--- src/hw/fir_stream_pkg.sv ---
// FIR stream data types
package fir_stream_pkg;

  //////////////////////////////////////////////////
  // Data widths

  // One input sample and one coefficient share this width
  localparam int sample_w = 16;

  // Widest tap address supported, so a run has at most 256 taps
  localparam int max_tap_aw = 8;

  // Full precision product of a sample and a coefficient
  localparam int prod_w = 2 * sample_w;

  // Guard bits cover the sum of up to 2^max_tap_aw products
  localparam int acc_w = prod_w + max_tap_aw;

  //////////////////////////////////////////////////
  // Stream payloads

  // One signed sample on the sample port
  typedef struct packed {
    logic signed [sample_w-1:0] data;
  } sample_t;

  // One filter output and the end of frame marker
  typedef struct packed {
    logic signed [acc_w-1:0] value;
    logic                    last;
  } result_t;

endpackage

--- src/hw/fir_cfg_pkg.sv ---
// FIR command and run configuration
package fir_cfg_pkg;

  //////////////////////////////////////////////////
  // Configuration limits

  // Frame length field of a run command
  localparam int frame_len_w = 16;

  // Unused bits at the bottom of every command word
  localparam int cmd_pad_w = 6;

  // Opcode in the top two bits of a command word
  typedef enum logic [1:0] {
    op_nop       = 2'd0,
    op_tap_write = 2'd1,
    op_run       = 2'd2
  } cmd_op_e;

  //////////////////////////////////////////////////
  // Command word, read according to its opcode

  // Loads one coefficient into the bank
  typedef struct packed {
    cmd_op_e                                   op;
    logic [fir_stream_pkg::max_tap_aw-1:0]     addr;
    logic signed [fir_stream_pkg::sample_w-1:0] coef;
    logic [cmd_pad_w-1:0]                      pad;
  } cmd_tap_write_t;

  // Launches a run with a tap count and a frame length
  typedef struct packed {
    cmd_op_e                               op;
    logic [fir_stream_pkg::max_tap_aw-1:0] tap_num;
    logic [frame_len_w-1:0]                frame_len;
    logic [cmd_pad_w-1:0]                  pad;
  } cmd_run_t;

  // Both views are 32 bits and place the opcode at the same bits
  typedef union packed {
    cmd_tap_write_t tap_write;
    cmd_run_t       run;
  } cmd_word_u;

  // Run parameters held stable by the decoder through a run
  typedef struct packed {
    logic [fir_stream_pkg::max_tap_aw-1:0] tap_num;
    logic [frame_len_w-1:0]                frame_len;
  } run_cfg_t;

endpackage

--- src/hw/fir_cmd_decoder.sv ---
// FIR command decoder
module fir_cmd_decoder #(
  parameter int tap_aw = 5
) (
  input  logic                                       clk,
  input  logic                                       rst_n,
  input  logic                                       cmd_req,
  output logic                                       cmd_ack,
  input  fir_cfg_pkg::cmd_word_u                     cmd,
  input  logic                                       busy,
  output logic                                       coef_we,
  output logic [tap_aw-1:0]                          coef_addr,
  output logic signed [fir_stream_pkg::sample_w-1:0] coef_data,
  output logic                                       start,
  output fir_cfg_pkg::run_cfg_t                      cfg
);
  import fir_cfg_pkg::*;

  // Waiting for a request, or holding ack until the request drops
  typedef enum logic {
    dec_idle,
    dec_ack
  } dec_state_e;

  dec_state_e state;
  logic       take;
  cmd_op_e    op;

  // Both views of the union keep the opcode in the same place
  assign op = cmd.tap_write.op;

  // A command is taken only while the core sits idle
  assign take = (state == dec_idle) && cmd_req && !busy;

  assign cmd_ack = (state == dec_ack);

  //////////////////////////////////////////////////
  // Handshake and strobes

  always_ff @(posedge clk or negedge rst_n) begin
    if (!rst_n) begin
      state   <= dec_idle;
      coef_we <= 1'b0;
      start   <= 1'b0;
    end else begin
      // Strobes rise together with ack and last one cycle
      coef_we <= take && (op == op_tap_write);
      start   <= take && (op == op_run);
      if (take) begin
        state <= dec_ack;
      end else if ((state == dec_ack) && !cmd_req) begin
        // Source has seen ack, so the exchange is over
        state <= dec_idle;
      end
    end
  end

  //////////////////////////////////////////////////
  // Decoded fields

  always_ff @(posedge clk) begin
    if (take) begin
      coef_addr <= cmd.tap_write.addr[tap_aw-1:0];
      coef_data <= cmd.tap_write.coef;
    end
    // Run parameters stay put until the next run command
    if (take && (op == op_run)) begin
      cfg.tap_num   <= cmd.run.tap_num;
      cfg.frame_len <= cmd.run.frame_len;
    end
  end

endmodule

--- src/hw/fir_coef_bank.sv ---
// FIR coefficient bank
module fir_coef_bank #(
  parameter int tap_aw = 5
) (
  input  logic                                       clk,
  input  logic                                       rst_n,
  input  logic                                       coef_we,
  input  logic [tap_aw-1:0]                          coef_addr,
  input  logic signed [fir_stream_pkg::sample_w-1:0] coef_data,
  input  logic [tap_aw-1:0]                          rd_addr,
  output logic signed [fir_stream_pkg::sample_w-1:0] rd_coef
);
  import fir_stream_pkg::*;

  localparam int depth = 2 ** tap_aw;

  // One signed coefficient per tap, h[0] at address 0
  logic signed [sample_w-1:0] coef_q [depth];

  // Unloaded taps read as zero after reset
  always_ff @(posedge clk or negedge rst_n) begin
    if (!rst_n) begin
      for (int i = 0; i < depth; i++) begin
        coef_q[i] <= '0;
      end
    end else if (coef_we) begin
      coef_q[coef_addr] <= coef_data;
    end
  end

  // Core reads one tap per cycle with no read latency
  assign rd_coef = coef_q[rd_addr];

endmodule

--- src/hw/fir_delay_line.sv ---
// FIR sample history
module fir_delay_line #(
  parameter int tap_aw = 5
) (
  input  logic                                       clk,
  input  logic                                       rst_n,
  input  logic                                       smp_req,
  output logic                                       smp_ack,
  input  fir_stream_pkg::sample_t                    smp,
  input  logic                                       clr_start,
  input  logic [fir_stream_pkg::max_tap_aw-1:0]      tap_num,
  output logic                                       clr_done,
  output logic                                       smp_valid,
  input  logic                                       smp_take,
  input  logic [tap_aw-1:0]                          rd_offset,
  output logic signed [fir_stream_pkg::sample_w-1:0] rd_data
);
  import fir_stream_pkg::*;

  localparam int depth = 2 ** tap_aw;

  // Circular history, wr_ptr marks the newest sample
  logic signed [sample_w-1:0] hist_q [depth];
  logic [tap_aw-1:0]          wr_ptr;
  logic [tap_aw-1:0]          rd_addr;
  logic [tap_aw-1:0]          clr_addr;
  logic [max_tap_aw-1:0]      clr_cnt;
  logic                       clearing;
  logic                       blocked;
  logic                       accept;

  // Blocked stays set from an accepted sample until the core releases it
  assign accept = smp_req && !smp_ack && !clearing && !blocked;

  // Clear walks backwards from the newest entry over the run's tap window
  assign clr_addr = wr_ptr - clr_cnt[tap_aw-1:0];

  // Offset 0 is x[n], offset k is x[n-k]
  assign rd_addr = wr_ptr - rd_offset;
  assign rd_data = hist_q[rd_addr];

  //////////////////////////////////////////////////
  // Clear sequence and sample handshake

  always_ff @(posedge clk or negedge rst_n) begin
    if (!rst_n) begin
      clearing  <= 1'b0;
      clr_cnt   <= '0;
      clr_done  <= 1'b0;
      smp_ack   <= 1'b0;
      smp_valid <= 1'b0;
      // Nothing enters until the core opens a run
      blocked   <= 1'b1;
      wr_ptr    <= '0;
    end else begin
      clr_done  <= 1'b0;
      smp_valid <= accept;
      if (clr_start) begin
        clearing <= 1'b1;
        clr_cnt  <= '0;
      end else if (clearing) begin
        // Last zero write of tap_num, done pulses as the clear ends
        if (clr_cnt == tap_num - 1'b1) begin
          clearing <= 1'b0;
          clr_done <= 1'b1;
        end
        clr_cnt <= clr_cnt + 1'b1;
      end
      if (accept) begin
        smp_ack <= 1'b1;
        wr_ptr  <= wr_ptr + 1'b1;
      end else if (smp_ack && !smp_req) begin
        smp_ack <= 1'b0;
      end
      if (accept) begin
        blocked <= 1'b1;
      end else if (smp_take) begin
        blocked <= 1'b0;
      end
    end
  end

  //////////////////////////////////////////////////
  // History storage

  // Clear and sample writes never overlap since intake waits for the clear
  always_ff @(posedge clk) begin
    if (clearing) begin
      hist_q[clr_addr] <= '0;
    end else if (accept) begin
      hist_q[wr_ptr + 1'b1] <= smp.data;
    end
  end

endmodule

--- src/hw/fir_mac_core.sv ---
// FIR multiply-accumulate core
module fir_mac_core #(
  parameter int tap_aw     = 5,
  parameter int mul_stages = 2
) (
  input  logic                                       clk,
  input  logic                                       rst_n,
  input  logic                                       start,
  input  fir_cfg_pkg::run_cfg_t                      cfg,
  output logic                                       busy,
  output logic                                       done,
  output logic                                       clr_start,
  input  logic                                       clr_done,
  input  logic                                       smp_valid,
  output logic                                       smp_take,
  output logic [tap_aw-1:0]                          rd_offset,
  input  logic signed [fir_stream_pkg::sample_w-1:0] rd_data,
  output logic [tap_aw-1:0]                          coef_addr,
  input  logic signed [fir_stream_pkg::sample_w-1:0] coef,
  output logic                                       res_valid,
  output fir_stream_pkg::result_t                    res_data,
  input  logic                                       res_full
);
  import fir_stream_pkg::*;
  import fir_cfg_pkg::*;

  typedef enum logic [1:0] {
    st_idle,
    st_clear,
    st_calc
  } core_state_e;

  // Control bits that ride alongside each product
  typedef struct packed {
    logic vld;
    logic first;
    logic last;
  } mul_tag_t;

  core_state_e              state;
  logic                     pend_q;
  logic                     sweep_q;
  logic                     sweep_go;
  logic                     last_tap;
  logic [max_tap_aw-1:0]    tap_cnt;
  logic [frame_len_w-1:0]   smp_cnt;
  logic                     frame_last_q;
  mul_tag_t                 tag_in;
  mul_tag_t                 tag_q  [mul_stages];
  logic signed [prod_w-1:0] prod_q [mul_stages];
  mul_tag_t                 tag_out;
  logic signed [prod_w-1:0] prod_out;
  logic signed [acc_w-1:0]  prod_ext;
  logic signed [acc_w-1:0]  acc_nxt;
  logic signed [acc_w-1:0]  acc_q;
  logic                     sum_done;

  assign busy = (state != st_idle);

  //////////////////////////////////////////////////
  // Tap sweep

  // A waiting sample starts only once the result port has room
  assign sweep_go = (state == st_calc) && pend_q && !sweep_q && !res_full;
  assign last_tap = (tap_cnt == cfg.tap_num - 1'b1);

  // Same tap index addresses h[k] and x[n-k]
  assign rd_offset = tap_cnt[tap_aw-1:0];
  assign coef_addr = tap_cnt[tap_aw-1:0];

  always_ff @(posedge clk or negedge rst_n) begin
    if (!rst_n) begin
      pend_q       <= 1'b0;
      sweep_q      <= 1'b0;
      tap_cnt      <= '0;
      smp_cnt      <= '0;
      frame_last_q <= 1'b0;
    end else begin
      if (smp_valid) begin
        pend_q <= 1'b1;
      end
      if (start && (state == st_idle)) begin
        smp_cnt <= '0;
      end
      if (sweep_go) begin
        pend_q       <= 1'b0;
        sweep_q      <= 1'b1;
        tap_cnt      <= '0;
        smp_cnt      <= smp_cnt + 1'b1;
        // Sample number frame_len closes the frame
        frame_last_q <= (smp_cnt + 1'b1 == cfg.frame_len);
      end else if (sweep_q) begin
        if (last_tap) begin
          sweep_q <= 1'b0;
          tap_cnt <= '0;
        end else begin
          tap_cnt <= tap_cnt + 1'b1;
        end
      end
    end
  end

  //////////////////////////////////////////////////
  // Multiplier pipe

  assign tag_in.vld   = sweep_q;
  assign tag_in.first = (tap_cnt == '0);
  assign tag_in.last  = last_tap;

  // Stage 0 registers the product, later stages only delay it
  for (genvar i = 0; i < mul_stages; i++) begin : g_mul
    mul_tag_t                 tag_d;
    logic signed [prod_w-1:0] prod_d;

    if (i == 0) begin : g_head
      assign tag_d  = tag_in;
      assign prod_d = rd_data * coef;
    end else begin : g_body
      assign tag_d  = tag_q[i-1];
      assign prod_d = prod_q[i-1];
    end

    always_ff @(posedge clk or negedge rst_n) begin
      if (!rst_n) begin
        tag_q[i] <= '0;
      end else begin
        tag_q[i] <= tag_d;
      end
    end

    always_ff @(posedge clk) begin
      prod_q[i] <= prod_d;
    end
  end

  assign tag_out  = tag_q[mul_stages-1];
  assign prod_out = prod_q[mul_stages-1];

  //////////////////////////////////////////////////
  // Accumulator

  // Guard bits take copies of the product sign
  assign prod_ext = {{(acc_w - prod_w){prod_out[prod_w-1]}}, prod_out};

  // First product of a sample restarts the sum
  assign acc_nxt = (tag_out.first ? '0 : acc_q) + prod_ext;

  always_ff @(posedge clk) begin
    if (tag_out.vld) begin
      acc_q <= acc_nxt;
    end
  end

  assign sum_done = tag_out.vld && tag_out.last;

  assign res_data.value = acc_q;
  assign res_data.last  = frame_last_q;

  //////////////////////////////////////////////////
  // Run sequencer

  always_ff @(posedge clk or negedge rst_n) begin
    if (!rst_n) begin
      state     <= st_idle;
      clr_start <= 1'b0;
      smp_take  <= 1'b0;
      res_valid <= 1'b0;
      done      <= 1'b0;
    end else begin
      clr_start <= 1'b0;
      smp_take  <= 1'b0;
      res_valid <= 1'b0;
      done      <= 1'b0;
      case (state)
        st_idle: begin
          if (start) begin
            state     <= st_clear;
            clr_start <= 1'b1;
          end
        end
        st_clear: begin
          // History is zeroed, so let the first sample in
          if (clr_done) begin
            state    <= st_calc;
            smp_take <= 1'b1;
          end
        end
        st_calc: begin
          // Sum is complete one cycle after the last product
          if (sum_done) begin
            res_valid <= 1'b1;
            if (frame_last_q) begin
              state <= st_idle;
              done  <= 1'b1;
            end else begin
              smp_take <= 1'b1;
            end
          end
        end
        default: state <= st_idle;
      endcase
    end
  end

endmodule

--- src/hw/fir_result_port.sv ---
// FIR result output port
module fir_result_port (
  input  logic                    clk,
  input  logic                    rst_n,
  input  logic                    res_valid,
  input  fir_stream_pkg::result_t res_data,
  output logic                    res_full,
  output logic                    res_req,
  input  logic                    res_ack,
  output fir_stream_pkg::result_t res
);
  import fir_stream_pkg::*;

  logic    full_q;
  result_t data_q;

  //////////////////////////////////////////////////
  // Output handshake

  // Entry stays full through the whole exchange, until ack falls
  always_ff @(posedge clk or negedge rst_n) begin
    if (!rst_n) begin
      full_q  <= 1'b0;
      res_req <= 1'b0;
    end else begin
      if (res_valid) begin
        full_q  <= 1'b1;
        res_req <= 1'b1;
      end else if (res_req && res_ack) begin
        res_req <= 1'b0;
      end else if (full_q && !res_req && !res_ack) begin
        full_q <= 1'b0;
      end
    end
  end

  // Core never writes while full, so the held value cannot change under req
  always_ff @(posedge clk) begin
    if (res_valid) begin
      data_q <= res_data;
    end
  end

  assign res_full = full_q;
  assign res      = data_q;

endmodule

--- src/hw/fir_top.sv ---
// FIR filter subsystem top
module fir_top #(
  // Must not exceed max_tap_aw in fir_stream_pkg
  parameter int tap_aw     = 5,
  parameter int mul_stages = 2
) (
  input  logic                    clk,
  input  logic                    rst_n,
  input  logic                    cmd_req,
  output logic                    cmd_ack,
  input  fir_cfg_pkg::cmd_word_u  cmd,
  input  logic                    smp_req,
  output logic                    smp_ack,
  input  fir_stream_pkg::sample_t smp,
  output logic                    res_req,
  input  logic                    res_ack,
  output fir_stream_pkg::result_t res,
  output logic                    busy,
  output logic                    done
);
  import fir_stream_pkg::*;
  import fir_cfg_pkg::*;

  //////////////////////////////////////////////////
  // Internal wiring

  // Decoder to bank
  logic                       coef_we;
  logic [tap_aw-1:0]          coef_addr;
  logic signed [sample_w-1:0] coef_data;

  // Decoder to core and delay line
  logic                       start;
  run_cfg_t                   cfg;

  // Core and delay line
  logic                       clr_start;
  logic                       clr_done;
  logic                       smp_valid;
  logic                       smp_take;
  logic [tap_aw-1:0]          rd_offset;
  logic signed [sample_w-1:0] rd_data;

  // Core and bank read side
  logic [tap_aw-1:0]          tap_addr;
  logic signed [sample_w-1:0] tap_coef;

  // Core to result port
  logic                       res_valid;
  result_t                    res_data;
  logic                       res_full;

  fir_cmd_decoder #(
    .tap_aw (tap_aw)
  ) u_cmd_decoder (
    .clk,
    .rst_n,
    .cmd_req,
    .cmd_ack,
    .cmd,
    .busy,
    .coef_we,
    .coef_addr,
    .coef_data,
    .start,
    .cfg
  );

  fir_coef_bank #(
    .tap_aw (tap_aw)
  ) u_coef_bank (
    .clk,
    .rst_n,
    .coef_we,
    .coef_addr,
    .coef_data,
    .rd_addr (tap_addr),
    .rd_coef (tap_coef)
  );

  fir_delay_line #(
    .tap_aw (tap_aw)
  ) u_delay_line (
    .clk,
    .rst_n,
    .smp_req,
    .smp_ack,
    .smp,
    .clr_start,
    .tap_num (cfg.tap_num),
    .clr_done,
    .smp_valid,
    .smp_take,
    .rd_offset,
    .rd_data
  );

  fir_mac_core #(
    .tap_aw     (tap_aw),
    .mul_stages (mul_stages)
  ) u_mac_core (
    .clk,
    .rst_n,
    .start,
    .cfg,
    .busy,
    .done,
    .clr_start,
    .clr_done,
    .smp_valid,
    .smp_take,
    .rd_offset,
    .rd_data,
    .coef_addr (tap_addr),
    .coef      (tap_coef),
    .res_valid,
    .res_data,
    .res_full
  );

  fir_result_port u_result_port (
    .clk,
    .rst_n,
    .res_valid,
    .res_data,
    .res_full,
    .res_req,
    .res_ack,
    .res
  );

endmodule

--- config.mk ---
export PLATFORM = sky130hd
export DESIGN_NAME = fir_top
export DESIGN_NICKNAME = d
export VERILOG_FILES = /design/src/hw/fir_stream_pkg.sv /design/src/hw/fir_cfg_pkg.sv /design/src/hw/fir_cmd_decoder.sv /design/src/hw/fir_coef_bank.sv /design/src/hw/fir_delay_line.sv /design/src/hw/fir_mac_core.sv /design/src/hw/fir_result_port.sv /design/src/hw/fir_top.sv
export SDC_FILE = /design/constraint.sdc
export NUM_CORES = 2
export LEC_CHECK = 0
export BUFFER_PORTS_ARGS = -buffer_cell sky130_fd_sc_hd__buf_4
export CAP_MARGIN = 0
export CORE_UTILIZATION = 50
export CTS_CLUSTER_DIAMETER = 40
export DETAILED_ROUTE_END_ITERATION = 12
export PLACE_DENSITY = 0.66
export SETUP_SLACK_MARGIN = 0.02
export SYNTH_ARGS = -nofsm -noshare
export SYNTH_HDL_FRONTEND = slang
export SYNTH_HIERARCHICAL = 1
export SYNTH_SLANG_ARGS = --single-unit
--- constraint.sdc ---
create_clock -name clk -period 12.79 [get_ports clk]
set_input_delay 2.558 -clock clk [delete_from_list [all_inputs] [get_ports clk]]
set_output_delay 2.558 -clock clk [all_outputs]
set_load 0.02 [all_outputs]
; Yosys cells after proc, flatten, opt, wreduce, memory -nomap -nowiden
; Memory sizes are Yosys's and may differ from the RTL's.
; Index checks and enable logic that the tools add are counted.
[word_totals]
ff_bits = 700
ramBits = 576
input_bits = 53
out_inout_bits = 46
word_cells = 199
memories = 2
[classes]
add_sub_neg = 8
multipliers = 1
magnitude_cmp = 3
n_eq_ne = 12
mux = 60
bitwise = 3
reduce_logical = 43
[memory_table]
columns = memory, depth, width, rd, rd_clocked_by_memory_dff, write_ports, line
row1 = u_delay_line.hist_q, 32, 16, 1, 0, 1, fir_delay_line.sv:23  ; logic signed [sample_w-1:0] hist_q [depth];
row2 = u_mac_core.prod_q, 2, 32, 2, 0, 2, fir_mac_core.sv:50  ; logic signed [prod_w-1:0] prod_q [mul_stages];
[ops]
columns = op, n
row1 = 512-bit bitwise mux, 1
row2 = 16-bit 2-to-1 mux, 6
row3 = 16-bit binary-select mux with 5-bit select, 1
row4 = 16-bit demux with 5-bit select, 1
row5 = 40-bit adder, 1
row6 = 40-bit 2-to-1 mux, 1
row7 = 8-bit 2-to-1 mux, 5
row8 = 1-bit 2-to-1 mux, 38
row9 = 16-bit by 16-bit multiplier with 32-bit output, 1
row10 = 2-bit nonzero test, 10
row11 = 1-bit logical AND, 18
row12 = "16-bit by 1-bit adder with 16-bit output, second input constant", 1
row13 = "8-bit by 1-bit adder with 8-bit output, second input constant", 2
row14 = 16-bit == test, 1
row15 = 8-bit == test, 2
row16 = 16-bit OR reduction, 1
row17 = "6-bit greater-or-equal comparator, second input constant", 2
row18 = 5-bit inverter with 6-bit output, 2
row19 = 1-bit logical NOT, 10
row20 = 5-bit subtractor, 2
row21 = 8-bit logical NOT, 1
row22 = 2-bit 2-to-1 mux, 4
row23 = "8-bit by 1-bit subtractor with 8-bit output, second input constant", 1
row24 = "6-bit by 1-bit < comparator with 1-bit output, second input constant", 1
row25 = 12 further kinds, 17

; Longest topological paths before layout
[depth]
word_depth = 9
depth_mapped = 36
mapped_depth_nobuf = 32

; Hierarchy
; Netlist, hierarchy kept.
[modules_own_cells]
columns = mod, instances, cells_per_inst, area_per_inst_um2, seq_area_each_um2
row1 = fir_coef_bank, 1, 1730, 23907.9, 12812.3
row2 = fir_delay_line, 1, 1474, 22426.5, 15826.4
row3 = fir_mac_core, 1, 1863, 17324.1, 3458.3
row4 = fir_cmd_decoder, 1, 54, 1475.2, 1426.4
row5 = fir_result_port, 1, 47, 1303.8, 1281.2

; Worst setup path before layout
; Ideal clock, no wire load.
[synth_timing]
path_type = reg2reg
from = register u_delay_line.wr_ptr[0]
to = memory u_mac_core/prod_q[0][31] (netlist name)
setup_ns = 0.130
t_arrival_ns = 7.995
required_ns = 12.660
slack_ns = 4.665
path_stages_with_launch = 34
n_path_buf = 4
synth_period_minus_slack_ns = 8.125
cell_sequence = dfrtp_1 inv_1 ha_1 inv_1 fa_1 buf_4 buf_2 clkbuf_1 a2111oi_0 nor4_1 mux2i_1 mux2i_1 clkbuf_1 nand2_1 fa_1 inv_1 fa_1 inv_1 fa_1 inv_1 fa_1 fa_1 inv_1 fa_1 inv_1 ha_1 a21oi_1 o21ai_0 a211o_1 a2111o_1 a21oi_2 o21ai_2 a2111oi_2 nor3b_1
[synth_lines]
columns = item, line
row1 = from (decl), fir_delay_line.sv:24  ; logic [tap_aw-1:0] wr_ptr;
row2 = from (signal assigned), fir_delay_line.sv:71  ; wr_ptr <= wr_ptr + 1'b1;
row3 = to (decl), fir_mac_core.sv:50

==> results_dict.tcl <==
set metrics [dict create \
    status "finished clean" \
    cp_num_buf_inv 8 \
    grt_pass1_vias 42037 \
    yosys.area_share.adder 0.106 \
    rrSetupSlack_ns 2.42 \
    required_ns 13.43 \
    overflow 0 \
    initial_utilization 0.505 \
    max_slew_margin 0.153 \
    clk_pin_slew_ns 0.05 \
    hold_path_depth 0 \
    synth-xor-area-share 0.0177 \
    postCtsSetupRepairBufs 0 \
    n_antenna_cell 0 \
    clock_path_buffers 3 \
    r2r_start "u_mac_core/tap_cnt[1]$_DFFE_PN0P_" \
    syn_to_final_growth_pct 13.1 \
    min_period_over_period 0.811 \
    hold_end "u_mac_core/prod_q[0][60]$_DFF_P_" \
    crit_slowest_cell "fa_4" \
    place_congestion 0.829 \
    synth_nets 5627 \
    drv_slew 0 \
    ant_nets 0 \
    worst-slew-pin-transition_ns 1.27 \
    postLayoutCoreUtil 0.571 \
    final_common_cell "edfxtp_1" \
    start_kind "flip-flop" \
    hp-class "flip-flop to flip-flop" \
    tns_ns 0 \
    ys.warnings.count 6 \
    wirelength_mm 154 \
    route.detailed.drc 0 \
    dr.first_iter.drc_count 3051 \
    num_io_pins 99 \
    grt_pass1_wl_mm 242 \
    ys_seq_elements 1276 \
    drive_above_1_share 0.210 \
    clkSinkCount 1276 \
    max_cap_viol_count 0 \
    crit_type "flip-flop to flip-flop" \
    synth_area_um2 66400 \
    synth-simple-area-share 0.0960 \
    synth_top_family_by_area "multiplexers" \
    cp_max_fo 246 \
    place_hpwl_mm 93.9 \
    syn_area_per_cell_um2 12.9 \
    fin_nets 5660 \
    synth.distinct_cells 96 \
    detail_route.wl_per_cell_um 21.6 \
    finalSetupViolations 0 \
    ctsHoldBuffers 0 \
    cts_max_level 4 \
    cp.arrival_ns 11.02 \
    cts_tree "done" \
    grt_max_degree 247 \
    insertion_delay_ns 0.78 \
    synth_cells 5168 \
    critPathMaxStageDelay_ns 1.31 \
    die_h_um 367 \
    post-route-min-period_ns 10.37 \
    viasPerCell 5.77 \
    cp-end-kind "flip-flop" \
    cts_resized 0 \
    numCtsBuffers 175 \
    io_buffer_count 92 \
    die_w_um 367 \
    vias 40997 \
    grt.total_usage 0.230 \
    synth_compound_area_frac 0.0756 \
    antenna_found_initial 0 \
    skew_ns 0.0351 \
    synthMuxAreaShare 0.136 \
    fp.coreArea_um2 132000 \
    grt_setup_unrepaired "no" \
    hold_viol 0 \
    final_cell_mix "638 x edfxtp_1, 570 x dfrtp_1, 505 x mux2_2, 359 x inv_1, 320 x mux2i_1" \
    dr.pass1.iters 6 \
    critical-path-top-delay-family "adder cells" \
    synth_edf_count 638 \
    yosysSeqAreaShare 0.524 \
    synthArstFlopShare 0.450 \
    dieArea_um2 134000 \
    num_rows 133 \
    fmax_mhz 96.4 \
    root_buffer "clkbuf_16" \
    hold_start "u_mac_core/prod_q[0][28]$_DFF_P_" \
    ff2ff_path_depth 29 \
    reg2reg_to "u_mac_core/prod_q[0][30]$_DFF_P_" \
    ys.flop_type "edfxtp_1" \
]
==> cells in the mapped netlist (65+ instances only) <==
| library cell | n | area [um2] |
|---|---|---|
| nand3_1 | 72 | 360 |
| mux2i_1 | 323 | 3230 |
| inv_1 | 359 | 1350 |
| nor2b_1 | 289 | 1810 |
| nand2_1 | 224 | 841 |
| nor4_1 | 65 | 407 |
| xnor2_1 | 86 | 753 |
| ha_1 | 141 | 1760 |
| dfrtp_1 | 573 | 14300 |
| a22oi_1 | 68 | 510 |
| clkbuf_1 | 204 | 766 |
| and2_1 | 143 | 895 |
| nor2_1 | 101 | 379 |
| a21oi_1 | 104 | 521 |
| mux2_2 | 505 | 5690 |
| edfxtp_1 | 638 | 19200 |
| buf_2 | 82 | 410 |
| nor3_1 | 77 | 385 |
| o21ai_0 | 79 | 395 |
| fa_1 | 265 | 5310 |
| a2111oi_0 | 244 | 2140 |
==> per-stage QoR <==
stage / instance area [um2] / instances / setup slack (ns) / hold WS, ns
6_report: 75100 / 7106 / 2.42 / 0.318
5_1_grt: 75100 / 7106 / 1.79 / 0.318
4_1_cts: 75100 / 7106 / 2.34 / 0.319
3_5_place_dp: 68900 / 6779 / 2.38 / 0.312
3_3_place_gp: 68900 / 6779 / 2.47 / 0.311
2_1_floorplan: 66400 / 5168 / 4.67 / 0.310
==> routing by layer <==
| layer | up-vias | part of all wire | GRT usage |
|---|---|---|---|
| met5 | - | 0 | 0 |
| met4 | 0 | 0.020 | 0.0614 |
| met3 | 237 | 0.047 | 0.0327 |
| met2 | 998 | 0.48 | 0.374 |
| met1 | 21105 | 0.46 | 0.323 |
| li1 | 18657 | - | - |
==> how the worst max path moves through the flow <==
stage / depth (start not counted) / end / start
2_1_floorplan: 33 / u_mac_core/prod_q[0][31]$_DFF_P_ / u_delay_line/wr_ptr[0]$_DFFE_PN0P_
3_5_place_dp: 26 / u_mac_core/prod_q[0][31]$_DFF_P_ / u_mac_core/tap_cnt[1]$_DFFE_PN0P_
6_report: 29 / u_mac_core/prod_q[0][30]$_DFF_P_ / u_mac_core/tap_cnt[1]$_DFFE_PN0P_
3_3_place_gp: 26 / u_mac_core/prod_q[0][31]$_DFF_P_ / u_mac_core/tap_cnt[1]$_DFFE_PN0P_
5_1_grt: 26 / u_mac_core/prod_q[0][30]$_DFF_P_ / u_mac_core/tap_cnt[1]$_DFFE_PN0P_
4_1_cts: 26 / u_mac_core/prod_q[0][31]$_DFF_P_ / u_mac_core/tap_cnt[1]$_DFFE_PN0P_
==> layout make-up <==
type,instances,area [um2]
clock inverter,121,1580
fill,10594,56500
tap,1755,2200
sequential,1276,34800
inverter,361,1360
multi-input combinational,3189,28900
clock buffer,206,4700
timing repair buffer,198,1570
==> flip-flops by register name, indices dropped and copies added (netlist names), 2 cells and up <==
register and flops:
u_cmd_decoder/coef_addr 5, u_delay_line/clr_cnt 8, u_mac_core/g_mul.tag_d 3, u_coef_bank/coef_q 512, u_delay_line/wr_ptr 5, u_result_port/res 41
u_cmd_decoder/cfg 24, u_mac_core/prod_q 64, u_cmd_decoder/coef_data 16, u_mac_core/acc_q 40, u_mac_core/smp_cnt 16, u_mac_core/tag_out 3
u_mac_core/state 2, u_mac_core/tap_cnt 8, u_delay_line/hist_q 512
==> kinds of logic after synthesis <==
kind of cell,Yosys count
compound gates,676
xor+xnor,131
fa+ha+maj,406
buf+inv,703
flops,1276
mux,836
simple gates,1140
Power is not shown: default switching activity piles up to over one toggle a cycle in this logic, so the estimate is an artifact.
